[config.mk]
export PLATFORM = sky130hd
export DESIGN_NAME = axi_wb_core
export DESIGN_NICKNAME = d
export VERILOG_FILES = /design/src/axi_wb_pkg.sv /design/src/axi_rd_engine.sv /design/src/axi_wb_core.sv /design/src/axi_wr_engine.sv /design/src/wb_front.sv
export VERILOG_INCLUDE_DIRS = /design/src /design/src/src
export SDC_FILE = /design/constraint.sdc
export NUM_CORES = 1
export LEC_CHECK = 0
export BUFFER_PORTS_ARGS = -buffer_cell sky130_fd_sc_hd__buf_2
export CAP_MARGIN = 10
export CELL_PAD_IN_SITES_DETAIL_PLACEMENT = 0
export CELL_PAD_IN_SITES_GLOBAL_PLACEMENT = 1
export CORE_ASPECT_RATIO = 0.6
export CORE_MARGIN = 1
export CORE_UTILIZATION = 44
export CTS_BUF_LIST = sky130_fd_sc_hd__clkbuf_4
export CTS_CLUSTER_SIZE = 16
export DETAILED_ROUTE_END_ITERATION = 16
export PLACE_DENSITY = 0.91
export SETUP_SLACK_MARGIN = 0.1
export SYNTH_ARGS = -nofsm -noshare
export SYNTH_HDL_FRONTEND = slang
export SYNTH_HIERARCHICAL = 1
export SYNTH_SLANG_ARGS = --single-unit
[constraint.sdc]
create_clock -name clk -period 7.95 [get_ports clk]
set_input_delay 0.795 -clock clk [delete_from_list [all_inputs] [get_ports clk]]
set_output_delay 0.795 -clock clk [all_outputs]
set_load 0.02 [all_outputs]
[src/axi_wb_macros.svh]
`ifndef AXI_WB_MACROS_SVH
`define AXI_WB_MACROS_SVH

////////////////////
// Bus widths
////////////////////

// Byte address width seen on the AXI side
`define AXI_WB_AW 13

// Data width of both buses
`define AXI_WB_DW 32

// Byte lanes per data word
`define AXI_WB_SW (`AXI_WB_DW / 8)

// Word address width seen on the Wishbone side
`define AXI_WB_WA (`AXI_WB_AW - 2)

`endif

[src/axi_wb_pkg.sv]
`include "axi_wb_macros.svh"

package axi_wb_pkg;

    ////////////////////
    // AXI response codes
    ////////////////////
    typedef enum logic [1:0] {
        RESP_OKAY   = 2'b00,
        RESP_EXOKAY = 2'b01,
        RESP_SLVERR = 2'b10,
        RESP_DECERR = 2'b11
    } axi_resp_e;

    ////////////////////
    // Request and response
    ////////////////////
    typedef struct packed {
        logic [`AXI_WB_WA-1:0] adr;     // Word address
        logic [`AXI_WB_DW-1:0] dat;
        logic [`AXI_WB_SW-1:0] sel;     // Byte lane enables
        logic                  we;
    } wb_req_t;

    typedef struct packed {
        logic [`AXI_WB_DW-1:0] data;
        axi_resp_e             resp;
    } rd_rsp_t;

    ////////////////////
    // State machines
    ////////////////////
    typedef enum logic [2:0] {
        F_IDLE, F_CAPTURE, F_BUSY, F_ACK, F_HOLD
    } front_state_e;

    typedef enum logic [1:0] {
        W_IDLE, W_ADDR, W_RESP, W_DONE
    } wr_state_e;

    typedef enum logic [1:0] {
        R_IDLE, R_ADDR, R_DATA, R_DONE
    } rd_state_e;

endpackage

[src/axi_rd_engine.sv]
`include "axi_wb_macros.svh"

module axi_rd_engine
    import axi_wb_pkg::*;
(
    input  logic                  clk,
    input  logic                  i_rst_n,
    input  logic                  i_start,
    input  wb_req_t               i_req,

    // AR channel
    output logic [`AXI_WB_AW-1:0] o_armaddr,
    output logic                  o_armvalid,
    input  logic                  i_armready,

    // R channel
    input  logic [`AXI_WB_DW-1:0] i_rmdata,
    input  logic [1:0]            i_rmresp,
    input  logic                  i_rmlast,                      // Single beat, always last
    input  logic                  i_rmvalid,
    output logic                  o_rmready,

    output logic                  o_done,
    output rd_rsp_t               o_rsp
);

    rd_state_e state;
    axi_resp_e resp;
    logic      resp_ok;

    assign resp    = axi_resp_e'(i_rmresp);
    assign resp_ok = (resp == RESP_OKAY) || (resp == RESP_EXOKAY);

    always_ff @(posedge clk or negedge i_rst_n) begin
        if (!i_rst_n) begin
            state      <= R_IDLE;
            o_armvalid <= 1'b0;
            o_rmready  <= 1'b0;
        end else begin
            case (state)
                R_IDLE: if (i_start) begin
                    o_armvalid <= 1'b1;
                    state      <= R_ADDR;
                end
                R_ADDR: if (i_armready) begin
                    o_armvalid <= 1'b0;
                    o_rmready  <= 1'b1;                          // Ready only after AR
                    state      <= R_DATA;
                end
                R_DATA: if (i_rmvalid) begin
                    o_rmready <= 1'b0;
                    state     <= R_DONE;
                end
                R_DONE:  state <= R_IDLE;
                default: state <= R_IDLE;
            endcase
        end
    end

    always_ff @(posedge clk) begin
        if (state == R_IDLE && i_start) begin
            o_armaddr <= {i_req.adr, 2'b00};
        end
        if (state == R_DATA && i_rmvalid) begin
            o_rsp.data <= resp_ok ? i_rmdata : '0;               // Errors read as zero
            o_rsp.resp <= resp;
        end
    end

    assign o_done = (state == R_DONE);

endmodule

[src/axi_wb_core.sv]
`include "axi_wb_macros.svh"

module axi_wb_core
    import axi_wb_pkg::*;
(
    input  logic                  clk,
    input  logic                  i_rst_n,

    // Wishbone slave
    input  logic                  i_wb_stb,
    input  wb_req_t               i_wb_req,
    output logic [`AXI_WB_DW-1:0] o_wb_rdt,
    output logic                  o_wb_ack,

    // AXI master
    output logic [`AXI_WB_AW-1:0] o_awmaddr,
    output logic                  o_awmvalid,
    input  logic                  i_awmready,
    output logic [`AXI_WB_AW-1:0] o_armaddr,
    output logic                  o_armvalid,
    input  logic                  i_armready,
    output logic [`AXI_WB_DW-1:0] o_wmdata,
    output logic [`AXI_WB_SW-1:0] o_wmstrb,
    output logic                  o_wmvalid,
    input  logic                  i_wmready,
    input  logic [1:0]            i_bmresp,
    input  logic                  i_bmvalid,
    output logic                  o_bmready,
    input  logic [`AXI_WB_DW-1:0] i_rmdata,
    input  logic [1:0]            i_rmresp,
    input  logic                  i_rmlast,
    input  logic                  i_rmvalid,
    output logic                  o_rmready
);

    wb_req_t req;
    logic    wr_start;
    logic    rd_start;
    logic    wr_done;
    logic    rd_done;
    rd_rsp_t rd_rsp;

    wb_front u_front (
        .clk, .i_rst_n, .i_wb_stb, .i_wb_req, .o_wb_rdt, .o_wb_ack,
        .o_req(req), .o_wr_start(wr_start), .o_rd_start(rd_start),
        .i_wr_done(wr_done), .i_rd_done(rd_done), .i_rd_rsp(rd_rsp)
    );

    axi_wr_engine u_wr (
        .clk, .i_rst_n, .i_start(wr_start), .i_req(req),
        .o_awmaddr, .o_awmvalid, .i_awmready,
        .o_wmdata, .o_wmstrb, .o_wmvalid, .i_wmready,
        .i_bmresp, .i_bmvalid, .o_bmready,
        .o_done(wr_done)
    );

    axi_rd_engine u_rd (
        .clk, .i_rst_n, .i_start(rd_start), .i_req(req),
        .o_armaddr, .o_armvalid, .i_armready,
        .i_rmdata, .i_rmresp, .i_rmlast, .i_rmvalid, .o_rmready,
        .o_done(rd_done), .o_rsp(rd_rsp)
    );

endmodule

[src/axi_wr_engine.sv]
`include "axi_wb_macros.svh"

module axi_wr_engine
    import axi_wb_pkg::*;
(
    input  logic                  clk,
    input  logic                  i_rst_n,
    input  logic                  i_start,
    input  wb_req_t               i_req,

    // AW channel
    output logic [`AXI_WB_AW-1:0] o_awmaddr,
    output logic                  o_awmvalid,
    input  logic                  i_awmready,

    // W channel
    output logic [`AXI_WB_DW-1:0] o_wmdata,
    output logic [`AXI_WB_SW-1:0] o_wmstrb,
    output logic                  o_wmvalid,
    input  logic                  i_wmready,

    // B channel
    input  logic [1:0]            i_bmresp,
    input  logic                  i_bmvalid,
    output logic                  o_bmready,

    output logic                  o_done
);

    wr_state_e state;
    logic      aw_ok;                                            // AW already accepted
    logic      w_ok;                                             // W already accepted
    logic      aw_hs;
    logic      w_hs;

    assign aw_hs = o_awmvalid && i_awmready;
    assign w_hs  = o_wmvalid && i_wmready;

    always_ff @(posedge clk or negedge i_rst_n) begin
        if (!i_rst_n) begin
            state      <= W_IDLE;
            aw_ok      <= 1'b0;
            w_ok       <= 1'b0;
            o_awmvalid <= 1'b0;
            o_wmvalid  <= 1'b0;
            o_bmready  <= 1'b0;
        end else begin
            case (state)
                W_IDLE: if (i_start) begin
                    aw_ok      <= 1'b0;
                    w_ok       <= 1'b0;
                    o_awmvalid <= 1'b1;                          // AW and W raised together
                    o_wmvalid  <= 1'b1;
                    state      <= W_ADDR;
                end
                W_ADDR: begin
                    if (aw_hs) begin
                        o_awmvalid <= 1'b0;
                        aw_ok      <= 1'b1;
                    end
                    if (w_hs) begin
                        o_wmvalid <= 1'b0;
                        w_ok      <= 1'b1;
                    end
                    if ((aw_ok || aw_hs) && (w_ok || w_hs)) begin
                        o_bmready <= 1'b1;
                        state     <= W_RESP;
                    end
                end
                W_RESP: if (i_bmvalid && o_bmready) begin
                    o_bmready <= 1'b0;                           // Response dropped
                    state     <= W_DONE;
                end
                W_DONE:  state <= W_IDLE;
                default: state <= W_IDLE;
            endcase
        end
    end

    // Payload held for the whole write
    always_ff @(posedge clk) begin
        if (state == W_IDLE && i_start) begin
            o_awmaddr <= {i_req.adr, 2'b00};
            o_wmdata  <= i_req.dat;
            o_wmstrb  <= i_req.sel;
        end
    end

    assign o_done = (state == W_DONE);

endmodule

[src/wb_front.sv]
`include "axi_wb_macros.svh"

module wb_front
    import axi_wb_pkg::*;
(
    input  logic                  clk,
    input  logic                  i_rst_n,

    // Wishbone slave
    input  logic                  i_wb_stb,
    input  wb_req_t               i_wb_req,
    output logic [`AXI_WB_DW-1:0] o_wb_rdt,
    output logic                  o_wb_ack,

    // Engine control
    output wb_req_t               o_req,
    output logic                  o_wr_start,
    output logic                  o_rd_start,
    input  logic                  i_wr_done,
    input  logic                  i_rd_done,
    input  rd_rsp_t               i_rd_rsp
);

    front_state_e          state;
    wb_req_t               req_q;
    logic [`AXI_WB_DW-1:0] rdt_q;

    ////////////////////
    // Control FSM
    ////////////////////
    always_ff @(posedge clk or negedge i_rst_n) begin
        if (!i_rst_n) begin
            state <= F_IDLE;
        end else begin
            case (state)
                F_IDLE:    if (i_wb_stb) state <= F_CAPTURE;
                F_CAPTURE: state <= F_BUSY;                      // Start pulse goes out here
                F_BUSY:    if (i_wr_done || i_rd_done) state <= F_ACK;
                F_ACK:     state <= F_HOLD;
                F_HOLD:    state <= F_IDLE;                      // Master drops stb here
                default:   state <= F_IDLE;
            endcase
        end
    end

    ////////////////////
    // Request and read data
    ////////////////////
    always_ff @(posedge clk) begin
        if (state == F_IDLE && i_wb_stb) begin
            req_q <= i_wb_req;
        end
        if (state == F_BUSY) begin
            if (i_rd_done) begin
                rdt_q <= i_rd_rsp.data;
            end else if (i_wr_done) begin
                rdt_q <= '0;                                     // Writes return zero
            end
        end
    end

    assign o_req      = req_q;
    assign o_wr_start = (state == F_CAPTURE) &&  req_q.we;
    assign o_rd_start = (state == F_CAPTURE) && !req_q.we;
    assign o_wb_ack   = (state == F_ACK);
    assign o_wb_rdt   = rdt_q;

endmodule
==> flow_summary.json <==
{
  "status": "finished clean",
  "multiInputGateArea_um2": 954.7,
  "design.portCount": 193,
  "crit_path_max_fanout": 47,
  "drv.max_cap_violation_count": 0,
  "clock_tree.root_cell": "sky130_fd_sc_hd__clkbuf_4",
  "antennaDiodeCount": 0,
  "drive_gt1_share_pct": 42.44,
  "crit_path_end_kind": "flip-flop",
  "layout.area.seq_mm2": 0.005455,
  "firstDrtPassIters": 5,
  "top_usage_layer": "met2",
  "place_ws_ns": 5.095,
  "clkLatencyLatePin_ns": 0.54,
  "holdWs_ns": 0.1257,
  "met2_use_gr_pct": 23.76,
  "grt.met1_usage_pct": 18.80,
  "vdd_drop_max_v": 0.0001369,
  "final.setup_skew_ns": 0.02250,
  "final_cell_count_no_fill": 747,
  "postCtsSetupBuffers": 0,
  "static-leakage-power_nw": 3.101,
  "avgViaCountPerCell": 4.580,
  "worstPathArrival_ns": 3.08,
  "overall_die_area_mm2": 0.01531,
  "global_route_wire_length_before_repair_um": 16570,
  "final_cell_mix": "sky130_fd_sc_hd__buf_2 (184), sky130_fd_sc_hd__edfxtp_1 (170), sky130_fd_sc_hd__nor2b_1 (33)",
  "die_extent_in_x_um": 159.1,
  "drc": 0,
  "setup_viol": 0,
  "initial_cell_density_of_the_core_pct": 45.03,
  "post_syn_instances": 339,
  "cells_along_the_critical_path": "nor4bb_1, and2_2",
  "cts_made_buffers": 17,
  "crit_slowest_cell": "sky130_fd_sc_hd__and2_2",
  "route.vias.total": 3421,
  "wirelength_um": 11250,
  "gr-total-overflow": 0,
  "total_power_mw": 2.188,
  "critical-path-top-delay-family": "simple AND/OR/NAND/NOR gates",
  "finalSetupTns_ns": 0,
  "final_min_period_ns": 2.918,
  "hold_path_class": "in -> async",
  "cts.path.max_buffers": 2,
  "rows": 34,
  "tritoncts_clock_tree": "built",
  "timing.final.max_slew_violations": 0,
  "buffer_ports.inserted": 184,
  "most_common_library_cell_in_the_layout_ignoring_fill_and_taps": "sky130_fd_sc_hd__buf_2",
  "min_period_over_period_pct": 36.70,
  "antenna_left": 0,
  "die_height_um": 96.24,
  "post-route-worst-setup-slack_ns": 5.032,
  "timing_hold_violations_final": 0,
  "design.final.nets": 640,
  "setup_repair_after_global_routing_missed_its_margin": "false",
  "cts_hold_buf": 0,
  "global_route.usage.met3_pct": 5.041,
  "number_of_global_route_vias_before_repair": 3204,
  "post_cts_resized": 0,
  "grt_usage_pct": 14.59,
  "drt_iter0_markers": 140,
  "cellPowerDensity_mw_per_mm2": 274.2,
  "worst_slew_pin_slew_ns": 1.133,
  "clock-sinks": 184,
  "worst_r2r_endpoint": "u_wr/o_wmdata[8]$_DFFE_PP_",
  "cp_slowest_stage_delay_ns": 1.05,
  "dp.final_hpwl_um": 8069,
  "pin_count_of_the_biggest_net_entering_global_routing": 49,
  "r2r_setup_slack_ns": 5.03,
  "slew_headroom_pct": 24.46,
  "cts_htree_levels": 4,
  "fin_area_mm2": 0.007978,
  "setup.worst_path.start_class": "flip-flop",
  "critical_path_class": "reg -> reg",
  "design.core.area_mm2": 0.01446,
  "mappedNetlistArea_mm2": 0.006512,
  "grt_antenna_before_repair": 1,
  "post_detailed_route_wirelength_per_cell_um": 15.06,
  "cp.buffers_inverters": 0,
  "ys_warn_count": 6,
  "flow.area_growth_from_synthesis_pct": 22.50,
  "r2r_cells": 2,
  "timing.rr.start": "u_front/state[1]$_DFFE_PN0P_",
  "gp_congestion": 0.8060,
  "placed_cells_incl_taps": 715,
  "detailed_place.area_mm2": 0.007657,
  "data_required_time_at_the_worst_endpoint_ns": 8.11,
  "post_synth.cell_area_avg_um2": 19.21,
  "layout.filler_cells": 1172,
  "fmax_ghz": 0.3427,
  "clk_pin_slew_ns": 0.16,
  "core_occupancy_in_the_finished_layout_pct": 55.16
}
==> registers in the layout, indices dropped and copies added (netlist names), 2 cells and up <==
signal            count
u_rd/o_rsp           32
u_wr/state            2
u_rd/state            2
u_wr/o_awmaddr       11
u_wr/o_wmstrb         4
u_front/o_req        48
u_front/o_wb_rdt     32
u_front/state         3
u_rd/o_armaddr       11
u_wr/o_wmdata        32
==> report_power, final <==
group          switching (mW)  internal [mW]  total (mW)  leakage [nW]
clock                   0.342          0.180       0.522         0.165
sequential             0.0570           1.25        1.31          1.72
combinational           0.226          0.133       0.359          1.21
total                   0.625           1.56        2.19          3.10
==> per-layer routing <==
layer	up-vias	share of wire, %
met2	116	48
met4	0	0.71
met3	7	6.0
li1	1628	-
met5	-	0
met1	1670	45
==> worst max-delay path by stage <==
stage,from,endpoint,slack [ns],depth (start not counted)
after global placement,u_front/state[1]$_DFFE_PN0P_,u_wr/o_awmaddr[7]$_DFFE_PP_,5.28,2
final,u_front/state[1]$_DFFE_PN0P_,u_wr/o_wmdata[8]$_DFFE_PP_,5.03,2
after detailed placement,u_front/state[1]$_DFFE_PN0P_,u_wr/o_awmaddr[11]$_DFFE_PP_,5.10,2
after CTS,u_front/state[1]$_DFFE_PN0P_,u_wr/o_wmdata[8]$_DFFE_PP_,5.07,2
after floorplan,i_wb_stb,u_front/o_req[0]$_DFFE_PP_,1.67,1
after global routing,u_front/state[1]$_DFFE_PN0P_,u_wr/o_awmaddr[2]$_DFFE_PP_,4.90,2
==> cell type report <==
class	instances	area share [%]
inverter	15	0.7058
clock buffer	18	1.694
tap	198	3.105
multi-input combinational	131	11.97
sequential	184	68.38
timing repair buffer	187	11.83
clock inverter	14	2.321
No activity file was read; power rests on OpenSTA's default activity.
